File: config.mk
export PLATFORM = sky130hd
export DESIGN_NAME = mem_cmd_axi_bridge
export DESIGN_NICKNAME = d
export VERILOG_FILES = /design/src/hw/mem_cmd_pkg.sv /design/src/hw/mem_cmd_if.sv /design/src/hw/axi_cmd_sequencer.sv /design/src/hw/burst_planner.sv /design/src/hw/cmd_arbiter.sv /design/src/hw/cmd_decoder.sv /design/src/hw/mem_cmd_axi_bridge.sv
export SDC_FILE = /design/constraint.sdc
export NUM_CORES = 1
export LEC_CHECK = 0
export BUFFER_PORTS_ARGS = -buffer_cell sky130_fd_sc_hd__buf_4
export CAP_MARGIN = 20
export CELL_PAD_IN_SITES_DETAIL_PLACEMENT = 2
export CELL_PAD_IN_SITES_GLOBAL_PLACEMENT = 2
export CORE_AREA = 2 2 129 162
export CTS_CLUSTER_DIAMETER = 80
export DETAILED_ROUTE_END_ITERATION = 7
export DIE_AREA = 0 0 131 164
export PLACE_DENSITY = 0.91
export SYNTH_ARGS = -nofsm -noshare
export SYNTH_HDL_FRONTEND = slang
export SYNTH_SLANG_ARGS = --single-unit
File: constraint.sdc
create_clock -name rvx_port_19 -period 3 [get_ports rvx_port_19]
set_input_delay 0.15 -clock rvx_port_19 [delete_from_list [all_inputs] [get_ports rvx_port_19]]
set_output_delay 0.15 -clock rvx_port_19 [all_outputs]
set_load 0.02 [all_outputs]
File: src/hw/mem_cmd_pkg.sv
/*
 Shared widths, codes and the request struct of the memory command bridge.
 The AXI fields cover only what the bridge drives: no IDs, no response channels.
*/
package mem_cmd_pkg;

	// ****************************************
	// Data path widths
	// ****************************************
	localparam int ADDR_W = 32;
	localparam int DATA_W = 32;
	localparam int STRB_W = DATA_W / 8;

	// ****************************************
	// Command fields
	// ****************************************
	localparam int CLS_W = 2;
	localparam int FUNCT_W = 3;
	localparam int SIZE_W = 3;

	// Legal classes, every other class code is illegal
	localparam logic [CLS_W-1:0] CLS_STD = 2'd0;
	localparam logic [CLS_W-1:0] CLS_EXT = 2'd1;

	// ****************************************
	// AXI encodings
	// ****************************************
	localparam int AXI_LEN_W = 8;
	localparam int AXI_SIZE_W = 3;
	localparam int AXI_BURST_W = 2;

	localparam logic [AXI_BURST_W-1:0] BURST_FIXED = 2'b00;
	localparam logic [AXI_BURST_W-1:0] BURST_INCR = 2'b01;
	localparam logic [AXI_SIZE_W-1:0] AXI_SIZE_4B = 3'd2;

	typedef struct packed {
		logic [CLS_W-1:0] cls;
		logic [FUNCT_W-1:0] funct;
		logic [SIZE_W-1:0] size_code;
		logic [ADDR_W-1:0] addr;
		logic [DATA_W-1:0] wdata;
		logic [STRB_W-1:0] wstrb;
	} mem_cmd_t;

endpackage

File: src/hw/mem_cmd_if.sv
/*
 Held command slot between the arbiter and the command path.
 start and finish are one-cycle pulses from the sequencer.
*/
interface mem_cmd_if;

	logic slot_valid;
	mem_cmd_pkg::mem_cmd_t cmd;
	logic start;
	logic finish;

	// Arbiter side owns the holding slot
	modport holder (output slot_valid, output cmd, input start, input finish);

	// Decoder and planner only look at the held command
	modport viewer (input slot_valid, input cmd);

	modport runner (input slot_valid, input cmd, output start, output finish);

endinterface

File: src/hw/axi_cmd_sequencer.sv
/*
 Issues one held command at a time on AR or AW+W.
 Writes repeat the single request data word on every beat.
 An illegal class, funct or size code locks the FSM in FAULT until reset.
*/
module axi_cmd_sequencer (
	input logic rvx_port_19,
	input logic rvx_port_04,
	mem_cmd_if.runner slot,
	input logic is_read,
	input logic is_write,
	input logic is_illegal,
	input logic [mem_cmd_pkg::AXI_LEN_W-1:0] len,
	input logic [mem_cmd_pkg::AXI_SIZE_W-1:0] size,
	input logic [mem_cmd_pkg::AXI_BURST_W-1:0] burst,
	input logic size_bad,
	output logic ar_valid,
	input logic ar_ready,
	output logic [mem_cmd_pkg::ADDR_W-1:0] ar_addr,
	output logic [mem_cmd_pkg::AXI_LEN_W-1:0] ar_len,
	output logic [mem_cmd_pkg::AXI_SIZE_W-1:0] ar_size,
	output logic [mem_cmd_pkg::AXI_BURST_W-1:0] ar_burst,
	output logic aw_valid,
	input logic aw_ready,
	output logic [mem_cmd_pkg::ADDR_W-1:0] aw_addr,
	output logic [mem_cmd_pkg::AXI_LEN_W-1:0] aw_len,
	output logic [mem_cmd_pkg::AXI_SIZE_W-1:0] aw_size,
	output logic [mem_cmd_pkg::AXI_BURST_W-1:0] aw_burst,
	output logic w_valid,
	input logic w_ready,
	output logic [mem_cmd_pkg::DATA_W-1:0] w_data,
	output logic [mem_cmd_pkg::STRB_W-1:0] w_strb,
	output logic w_last,
	output logic done,
	output logic fault
);

	typedef enum logic [2:0] {
		ST_IDLE,
		ST_READ_ADDR,
		ST_WRITE_ADDR,
		ST_WRITE_DATA,
		ST_FAULT
	} state_t;

	state_t state;
	logic go_read;
	logic go_write;
	logic go_fault;
	logic ar_hs;
	logic aw_hs;
	logic w_hs;
	logic [mem_cmd_pkg::AXI_LEN_W-1:0] len_q;
	logic [mem_cmd_pkg::AXI_SIZE_W-1:0] size_q;
	logic [mem_cmd_pkg::AXI_BURST_W-1:0] burst_q;
	logic [mem_cmd_pkg::AXI_LEN_W-1:0] beats_left;

	// Either classifier can reject the command
	assign go_fault = (state == ST_IDLE) & slot.slot_valid & (is_illegal | size_bad);
	assign go_read = (state == ST_IDLE) & slot.slot_valid & is_read & ~size_bad;
	assign go_write = (state == ST_IDLE) & slot.slot_valid & is_write & ~size_bad;

	assign ar_hs = ar_valid & ar_ready;
	assign aw_hs = aw_valid & aw_ready;
	assign w_hs = w_valid & w_ready;

	// ****************************************
	// FSM
	// ****************************************
	always_ff @(posedge rvx_port_19 or negedge rvx_port_04)
	begin
		if (!rvx_port_04)
			state <= ST_IDLE;
		else
		begin
			case (state)
				ST_IDLE:
					if (go_fault)
						state <= ST_FAULT;
					else if (go_read)
						state <= ST_READ_ADDR;
					else if (go_write)
						state <= ST_WRITE_ADDR;
				ST_READ_ADDR:
					if (ar_hs)
						state <= ST_IDLE;
				ST_WRITE_ADDR:
					if (aw_hs)
						state <= ST_WRITE_DATA;
				ST_WRITE_DATA:
					if (w_hs && w_last)
						state <= ST_IDLE;
				default:
					state <= ST_FAULT;
			endcase
		end
	end

	// Burst shape is frozen for the whole transaction
	always_ff @(posedge rvx_port_19)
	begin
		if (slot.start)
		begin
			len_q <= len;
			size_q <= size;
			burst_q <= burst;
		end
	end

	// Remaining W beats after the current one
	always_ff @(posedge rvx_port_19 or negedge rvx_port_04)
	begin
		if (!rvx_port_04)
			beats_left <= '0;
		else if (go_write)
			beats_left <= len;
		else if (w_hs)
			beats_left <= beats_left - 1'b1;
	end

	// ****************************************
	// Channel outputs
	// ****************************************
	assign ar_valid = (state == ST_READ_ADDR);
	assign ar_addr = slot.cmd.addr;
	assign ar_len = len_q;
	assign ar_size = size_q;
	assign ar_burst = burst_q;

	assign aw_valid = (state == ST_WRITE_ADDR);
	assign aw_addr = slot.cmd.addr;
	assign aw_len = len_q;
	assign aw_size = size_q;
	assign aw_burst = burst_q;

	assign w_valid = (state == ST_WRITE_DATA);
	assign w_data = slot.cmd.wdata;
	assign w_strb = slot.cmd.wstrb;
	assign w_last = (beats_left == '0);

	assign slot.start = go_read | go_write;
	assign slot.finish = ar_hs | (w_hs & w_last);
	assign done = slot.finish;
	assign fault = (state == ST_FAULT);

endmodule

File: src/hw/burst_planner.sv
/*
 Maps the size code of the held command to AXI len, size and burst.
 Codes 0-2 are single beats, 3-6 are 4-byte INCR bursts, code 7 is flagged.
*/
module burst_planner (
	mem_cmd_if.viewer slot,
	output logic [mem_cmd_pkg::AXI_LEN_W-1:0] len,
	output logic [mem_cmd_pkg::AXI_SIZE_W-1:0] size,
	output logic [mem_cmd_pkg::AXI_BURST_W-1:0] burst,
	output logic size_bad
);

	always_comb
	begin
		len = '0;
		size = '0;
		burst = mem_cmd_pkg::BURST_FIXED;
		size_bad = 1'b0;
		case (slot.cmd.size_code)
			3'd0, 3'd1, 3'd2:
				// Single beat, size follows the code directly
				size = slot.cmd.size_code;
			3'd3, 3'd4, 3'd5, 3'd6:
			begin
				burst = mem_cmd_pkg::BURST_INCR;
				size = mem_cmd_pkg::AXI_SIZE_4B;
				case (slot.cmd.size_code)
					3'd3: len = mem_cmd_pkg::AXI_LEN_W'(1);
					3'd4: len = mem_cmd_pkg::AXI_LEN_W'(3);
					3'd5: len = mem_cmd_pkg::AXI_LEN_W'(7);
					default: len = mem_cmd_pkg::AXI_LEN_W'(15);
				endcase
			end
			default:
				size_bad = slot.slot_valid;
		endcase
	end

endmodule

File: src/hw/cmd_arbiter.sv
/*
 Two-requester round-robin arbiter with a single holding slot.
 A requester keeps req high with stable fields until its ack pulse.
 The slot frees on the cycle after finish.
*/
module cmd_arbiter (
	input logic rvx_port_19,
	input logic rvx_port_04,
	input logic req_a,
	input mem_cmd_pkg::mem_cmd_t cmd_a,
	input logic req_b,
	input mem_cmd_pkg::mem_cmd_t cmd_b,
	output logic ack_a,
	output logic ack_b,
	mem_cmd_if.holder slot
);

	logic last_b;
	logic pick_b;
	logic grant;

	// B wins when alone, or when both ask and A had the last grant
	assign pick_b = req_b & (~req_a | ~last_b);
	assign grant = ~slot.slot_valid & (req_a | req_b);

	always_ff @(posedge rvx_port_19 or negedge rvx_port_04)
	begin
		if (!rvx_port_04)
		begin
			slot.slot_valid <= 1'b0;
			ack_a <= 1'b0;
			ack_b <= 1'b0;
			last_b <= 1'b0;
		end
		else
		begin
			ack_a <= 1'b0;
			ack_b <= 1'b0;
			if (grant)
			begin
				slot.slot_valid <= 1'b1;
				ack_a <= ~pick_b;
				ack_b <= pick_b;
				last_b <= pick_b;
			end
			else if (slot.finish)
				slot.slot_valid <= 1'b0;
		end
	end

	// Holding register, only meaningful while slot_valid is high
	always_ff @(posedge rvx_port_19)
	begin
		if (grant)
			slot.cmd <= pick_b ? cmd_b : cmd_a;
	end

endmodule

File: src/hw/cmd_decoder.sv
/*
 Sorts the held command into read, write or illegal.
 Outputs are one-hot while the slot is valid and all low otherwise.
*/
module cmd_decoder (
	mem_cmd_if.viewer slot,
	output logic is_read,
	output logic is_write,
	output logic is_illegal
);

	always_comb
	begin
		is_read = 1'b0;
		is_write = 1'b0;
		is_illegal = 1'b0;
		if (slot.slot_valid)
		begin
			case (slot.cmd.cls)
				mem_cmd_pkg::CLS_STD:
					case (slot.cmd.funct)
						3'd4, 3'd6: is_read = 1'b1;
						3'd0, 3'd1: is_write = 1'b1;
						default: is_illegal = 1'b1;
					endcase
				mem_cmd_pkg::CLS_EXT:
					case (slot.cmd.funct)
						3'd1: is_read = 1'b1;
						3'd0, 3'd7: is_write = 1'b1;
						default: is_illegal = 1'b1;
					endcase
				default: is_illegal = 1'b1;
			endcase
		end
	end

endmodule

File: src/hw/mem_cmd_axi_bridge.sv
/*
 Memory command bridge top with plain ports.
 One command in flight, AR/AW/W only, AXI IDs are implied constant.
*/
module mem_cmd_axi_bridge (
	input logic rvx_port_19,
	input logic rvx_port_04,
	input logic req_a,
	input logic [mem_cmd_pkg::CLS_W-1:0] cls_a,
	input logic [mem_cmd_pkg::FUNCT_W-1:0] funct_a,
	input logic [mem_cmd_pkg::SIZE_W-1:0] size_a,
	input logic [mem_cmd_pkg::ADDR_W-1:0] addr_a,
	input logic [mem_cmd_pkg::DATA_W-1:0] wdata_a,
	input logic [mem_cmd_pkg::STRB_W-1:0] wstrb_a,
	output logic ack_a,
	input logic req_b,
	input logic [mem_cmd_pkg::CLS_W-1:0] cls_b,
	input logic [mem_cmd_pkg::FUNCT_W-1:0] funct_b,
	input logic [mem_cmd_pkg::SIZE_W-1:0] size_b,
	input logic [mem_cmd_pkg::ADDR_W-1:0] addr_b,
	input logic [mem_cmd_pkg::DATA_W-1:0] wdata_b,
	input logic [mem_cmd_pkg::STRB_W-1:0] wstrb_b,
	output logic ack_b,
	output logic ar_valid,
	input logic ar_ready,
	output logic [mem_cmd_pkg::ADDR_W-1:0] ar_addr,
	output logic [mem_cmd_pkg::AXI_LEN_W-1:0] ar_len,
	output logic [mem_cmd_pkg::AXI_SIZE_W-1:0] ar_size,
	output logic [mem_cmd_pkg::AXI_BURST_W-1:0] ar_burst,
	output logic aw_valid,
	input logic aw_ready,
	output logic [mem_cmd_pkg::ADDR_W-1:0] aw_addr,
	output logic [mem_cmd_pkg::AXI_LEN_W-1:0] aw_len,
	output logic [mem_cmd_pkg::AXI_SIZE_W-1:0] aw_size,
	output logic [mem_cmd_pkg::AXI_BURST_W-1:0] aw_burst,
	output logic w_valid,
	input logic w_ready,
	output logic [mem_cmd_pkg::DATA_W-1:0] w_data,
	output logic [mem_cmd_pkg::STRB_W-1:0] w_strb,
	output logic w_last,
	output logic done,
	output logic fault
);

	mem_cmd_pkg::mem_cmd_t cmd_a;
	mem_cmd_pkg::mem_cmd_t cmd_b;
	logic is_read;
	logic is_write;
	logic is_illegal;
	logic [mem_cmd_pkg::AXI_LEN_W-1:0] len;
	logic [mem_cmd_pkg::AXI_SIZE_W-1:0] size;
	logic [mem_cmd_pkg::AXI_BURST_W-1:0] burst;
	logic size_bad;

	// Requester fields packed in struct order
	assign cmd_a = '{cls: cls_a, funct: funct_a, size_code: size_a,
		addr: addr_a, wdata: wdata_a, wstrb: wstrb_a};
	assign cmd_b = '{cls: cls_b, funct: funct_b, size_code: size_b,
		addr: addr_b, wdata: wdata_b, wstrb: wstrb_b};

	mem_cmd_if slot_if ();

	cmd_arbiter cmd_arbiter_inst (
		.rvx_port_19(rvx_port_19),
		.rvx_port_04(rvx_port_04),
		.req_a(req_a),
		.cmd_a(cmd_a),
		.req_b(req_b),
		.cmd_b(cmd_b),
		.ack_a(ack_a),
		.ack_b(ack_b),
		.slot(slot_if.holder)
	);

	// Decoder and planner look at the same held command in parallel
	cmd_decoder cmd_decoder_inst (
		.slot(slot_if.viewer),
		.is_read(is_read),
		.is_write(is_write),
		.is_illegal(is_illegal)
	);

	burst_planner burst_planner_inst (
		.slot(slot_if.viewer),
		.len(len),
		.size(size),
		.burst(burst),
		.size_bad(size_bad)
	);

	axi_cmd_sequencer axi_cmd_sequencer_inst (
		.rvx_port_19(rvx_port_19),
		.rvx_port_04(rvx_port_04),
		.slot(slot_if.runner),
		.is_read(is_read),
		.is_write(is_write),
		.is_illegal(is_illegal),
		.len(len),
		.size(size),
		.burst(burst),
		.size_bad(size_bad),
		.ar_valid(ar_valid),
		.ar_ready(ar_ready),
		.ar_addr(ar_addr),
		.ar_len(ar_len),
		.ar_size(ar_size),
		.ar_burst(ar_burst),
		.aw_valid(aw_valid),
		.aw_ready(aw_ready),
		.aw_addr(aw_addr),
		.aw_len(aw_len),
		.aw_size(aw_size),
		.aw_burst(aw_burst),
		.w_valid(w_valid),
		.w_ready(w_ready),
		.w_data(w_data),
		.w_strb(w_strb),
		.w_last(w_last),
		.done(done),
		.fault(fault)
	);

endmodule

## After elaboration in Yosys (flattened, before gate mapping)

Cells that the tools add are included.
Widths: inputs -> output; s select.

- $add $sub $neg: 1
- Equal/unequal tests: 19
- Muxes and demuxes: 31
- Reduce and logical (&&, ||, !) cells: 17
- Bitwise operators: 22

Operators by type and width:

| kind | count |
|---|---|
| $mux 76 | 1 |
| $mux 8 | 3 |
| $eq 3x3->1 const B | 7 |
| $mux 3 | 6 |
| $mux 1 | 15 |
| $and 1x1->1 | 12 |
| $eq 3x2->1 const B | 4 |
| $pmux 3 s4 | 1 |
| $pmux 4 s3 | 1 |
| $eq 3x1->1 const B | 3 |
| $logic_not 3->1 | 3 |
| $logic_not 8->1 | 1 |
| $reduce_or 4->1 | 2 |
| $sub 8x1->8 const B | 1 |
| $reduce_or 7->1 | 1 |
| $ne 2x2->1 const B | 3 |
| $pmux 1 s2 | 3 |
| $pmux 3 s2 | 1 |
| $reduce_or 2->1 | 3 |
| $reduce_or 3->1 | 2 |
| $not 1->1 | 5 |
| $or 1x1->1 | 5 |
| $ne 4x1->1 const B | 1 |
| $reduce_and 4->1 | 1 |
| 4 further kinds | 5 |

- Register bits after elaboration: 104
- Input bits: 159
- Word-level logic and storage cells: 105
- Output and inout port bits: 134

## Depth between registers and ports, before layout

- Word-level depth: 11
- Gate-level depth with buffers: 6
- Gate-level depth less buffers: 5

## Hierarchy

A second synthesis with hierarchy kept.

- Cells, all modules: 418
- Area total of the unflattened synthesis: 5793.1 um^2

By module, submodules not included:

| module | times used | area an instance (um^2) | seq. area each (um^2) | cells each |
|---|---|---|---|---|
| cmd_arbiter | 1 | 3577.2 | 2382.3 | 175 |
| axi_cmd_sequencer | 1 | 1998.2 | 665.6 | 212 |
| burst_planner | 1 | 131.4 | 0.0 | 19 |
| cmd_decoder | 1 | 86.3 | 0.0 | 12 |

## Worst setup path after synthesis

Ideal clock, no wire load.

- Path kind: flip-flop to flip-flop
- Start point: register cmd_arbiter_inst.slot.slot_valid
- End point: register, netlist name cmd_arbiter_inst.slot.cmd[0]
- Data required time: 2570 ps
- Clock period less this slack: 2556 ps
- Buffers on the path: 0
- Stages on the path, launching flop included: 4
- Arrival: 2126 ps
- Setup time: 430 ps
- Setup slack: 444 ps
- Cell sequence: dfrtp_1 > inv_1 > o21ai_0 > inv_1

- Cells in the longest elaborated chain, start to end: 2

Ends and longest elaborated chain:

| element | line | RTL |
|---|---|---|
| start: declaration | mem_cmd_if.sv:13 | `modport holder (output slot_valid, output cmd, input start, input finish);` |
| start signal: assignment | cmd_arbiter.sv:30 | `slot.slot_valid <= 1'b0;` |
| start signal: assignment | cmd_arbiter.sv:41 | `slot.slot_valid <= 1'b1;` |
| start signal: assignment | cmd_arbiter.sv:47 | `slot.slot_valid <= 1'b0;` |
| $not 1->1 | cmd_arbiter.sv:24 | `assign grant = ~slot.slot_valid & (req_a \| req_b);` |
| $and 1x1->1 | cmd_arbiter.sv:24 |  |
| named net cmd_arbiter_inst.grant | cmd_arbiter.sv:20 | `logic grant;` |

The timed path passes the listed nets, and every way through them passes these cells.
A chain may end at the register's enable or synchronous reset.

## Final worst setup path

- Start point: register axi_cmd_sequencer_inst.beats_left[3] (netlist bit)
- End point: output port done

- Cells in the longest elaborated chain, start to end: 3

Ends and longest elaborated chain:

| element | line | RTL |
|---|---|---|
| start: declaration | axi_cmd_sequencer.sv:56 | `logic [mem_cmd_pkg::AXI_LEN_W-1:0] beats_left;` |
| start signal: assignment | axi_cmd_sequencer.sv:116 | `beats_left <= len;` |
| start signal: assignment | axi_cmd_sequencer.sv:118 | `beats_left <= beats_left - 1'b1;` |
| $logic_not 8->1 | axi_cmd_sequencer.sv:139 | `assign w_last = (beats_left == '0);` |
| $and 1x1->1 | axi_cmd_sequencer.sv:142 | `assign slot.finish = ar_hs \| (w_hs & w_last);` |
| $or 1x1->1 | axi_cmd_sequencer.sv:142 |  |
| end: declaration | mem_cmd_axi_bridge.sv:41 | `output logic done,` |

No other way between the ends.

==> impl_metrics.ini <==
[floorplan]
io_pins = 293
num_rows = 58
die_x_um = 131
dieHeight_um = 164
die-area_um2 = 21500
core_area_um2 = 20000
start_util_pct = 26.7

[setup_path]
crit-reg2reg-launch = axi_cmd_sequencer_inst.state[0]
start_kind = flop
criticalPathCategory = flop to primary output
cp-end-kind = primary output
crit_arrival_ns = 1.83
path_cells = nor4_1, and3_1, a22o_1, buf_4
crit_start = axi_cmd_sequencer_inst.beats_left[3]
critical_path_cell_count = 4
slowest_delay_ns = 0.44
rrSetupSlack_ns = 1.10
slowest_stage = dfrtp_1
cp_max_fo = 5
worstPathRequired_ns = 2.85
cp_top_family = simple AND/OR/NAND/NOR gates
worst-r2r-cell-count = 4
worst-path-buf-inv = 1

[yosys]
async_flop_share_pct = 15.3
yosys_register_bits = 98
syn_avg_cell_area_um2 = 13.5
synth_flop_cell = edfxtp_1
muxShareOfSynthArea_pct = 16.3
synth_compound_area_share_pct = 3.36
syn_inst = 393
synth_top_family_by_area = buffers and inverters
ys_warn_count = 0
ys_seq_area_share_pct = 53.9
synth_xor_area_share_pct = 1.32
yosys.area_share.simple_pct = 5.48
ys_types = 48
syn_area_um2 = 5320
synth_edf_count = 83
synth-adder-area-share_pct = 0.470

[flow_run]
cap_viol_max_count = 0

[placed_design]
place_area_um2 = 6870
dpl.hpwl_um = 12900
numPortBuffers = 282
gp_congestion = 0.741

[layout]
n_fill_cell = 2102
syn2layout_area_growth_pct = 35.2
diodes = 0
fin_area_um2 = 7200
drive_above_1_share_pct = 69.4
regArea_um2 = 2870
final_nets = 731
multi_input_area_um2 = 1480

[cts]
cts-root-buf = clkbuf_16
clockBufferDepth = 2
cts_resized = 0
postCtsSetupBuffers = 0
cts_tree = built
cts_buffers = 9
postCtsHoldBufs = 1
clock_latency_ns = 0.35
cts.sinks = 98
clk_pin_slew_ns = 0.07
cts_max_level = 3

[timing]
final_hold_viol_count = 0
slew_headroom_pct = 57.8
rsz0062_at_grt = no
finalCriticalPeriod_ns = 1.98
fin_worst_skew_ns = 0.00870
tns_ns = 0
max_freq_ghz = 0.504
slew_violations = 0
fin_crit_sh_pct = 66.1
worstMarginPinSlew_ns = 0.627
setup_viol = 0

[global_route]
overflow = 0
gr-max-usage-layer = met2
grt_max_degree = 49
grt_pass1_wl_um = 22600
grt_use_met1_pct = 14.1
antenna_found_initial = 0
grt_usage_pct = 14.5
grt_pass1_vias = 3852
use_met3_pct = 3.49
met2_usage_pct = 28.5

[drt]
wirelength_um = 16000
drt_iter0_markers = 55
detail_route.wl_per_cell_um = 18.9
via_count = 3502
drt_first_pass_iters = 4
ant_nets = 0
avgViaCountPerCell = 4.14
drcViolationCount = 0

[pwr]
ir_drop_uv = 439
p_leak_nw = 3.09
power_density_nw_per_um2 = 723

[hold_path]
hp-class = primary input to flop
holdPathStages = 2
min-delay-start = wdata_b[29]

[outcome]
outcome = complete, no violations
-- area by class of cell --
cell class                 instances  area share [%]
sequential                        98            39.8
timing repair buffer             287            30.0
multi-input combinational        166            20.6
tap                              270            4.69
clock buffer                      14            4.28
inverter                           8           0.435
clock inverter                     2           0.191
-- routing by layer --
layer,part of all wire [%],wire length (um)
met3,7.3,1170
met5,0,0
met2,57,9090
met1,34,5440
met4,1.7,272
-- state kept, by name, summed over array words and instances, names as in the netlist --
name and flops:
cmd_arbiter_inst.slot.cmd 76, axi_cmd_sequencer_inst.beats_left 8, axi_cmd_sequencer_inst.ar_len 4, axi_cmd_sequencer_inst.ar_size 3, axi_cmd_sequencer_inst.state 3, cmd_arbiter_inst.ack_a 1, cmd_arbiter_inst.ack_b 1, cmd_arbiter_inst.last_b 1
cmd_arbiter_inst.slot.slot_valid 1
-- Yosys cell counts, types with 2 or more instances --
master	instances	area [um2]
xnor2_1	3	26.3
nor3_1	4	20.0
xor2_1	5	43.8
inv_1	7	26.3
nand3_1	5	25.0
nor2_1	10	37.5
mux2_2	77	867
dfrtp_1	15	375
ha_1	2	25.0
nand2_2	3	18.8
buf_4	122	916
and3_1	2	12.5
nor3b_1	2	15.0
a21oi_1	3	15.0
nand2b_1	2	12.5
buf_2	6	30.0
edfxtp_1	83	2490
nand2_1	7	26.3
buf_6	2	22.5
nor2_2	2	12.5
o21ai_2	4	35.0
-- power by group --
part	switching [W]	internal (W)
Clock	0.000531	0.000718
Combinational	0.00101	0.000807
Sequential	0.000225	0.00192
Total	0.00176	0.00344
-- final timing paths --
path	to
worst max-delay path	done
worst min-delay path	cmd_arbiter_inst.slot.cmd[33]
worst max register to register	axi_cmd_sequencer_inst.ar_len[1]
worst min register to register	cmd_arbiter_inst.last_b
max in group asynchronous	axi_cmd_sequencer_inst.state[1]
min in group asynchronous	axi_cmd_sequencer_inst.beats_left[3]
-- kinds of logic after synthesis --
kind of cell	count (synthesis)
adder cells (fa/ha/maj)	2
XOR/XNOR	8
AND/OR/NAND/NOR	47
AO/OA/AOI/OAI	21
multiplexers	77
other	1
flip-flops	98
buffers and inverters	139
-- layout by cell type (no fill, tap or decap), types with 3 or more instances in the layout --
| cell type | instances |
|---|---|
| a21oi_1 | 3 |
| buf_4 | 286 |
| clkbuf_16 | 12 |
| conb_1 | 11 |
| dfrtp_1 | 15 |
| edfxtp_1 | 83 |
| inv_1 | 6 |
| mux2_2 | 77 |
| nand2_1 | 7 |
| nand2_2 | 3 |
| nand3_1 | 5 |
| nor2_1 | 10 |
| nor3_1 | 4 |
| o21ai_2 | 4 |
| xnor2_1 | 3 |
| xor2_1 | 5 |
-- metrics by stage --
step                power [W]  hold slack, ns  setup slack (ns)  std cells  util (%)
finish                0.00520          0.0936              1.02        845      36.1
global route          0.00547          0.0760             0.880        845      36.1
CTS                   0.00531          0.0809             0.971        845      36.1
detailed placement    0.00402          0.0190              1.13        828      34.4
global placement      0.00390          0.0145              1.20        828      34.4
floorplan             0.00350          -0.146             0.444        403         -
(Power assumes the default switching activity.)
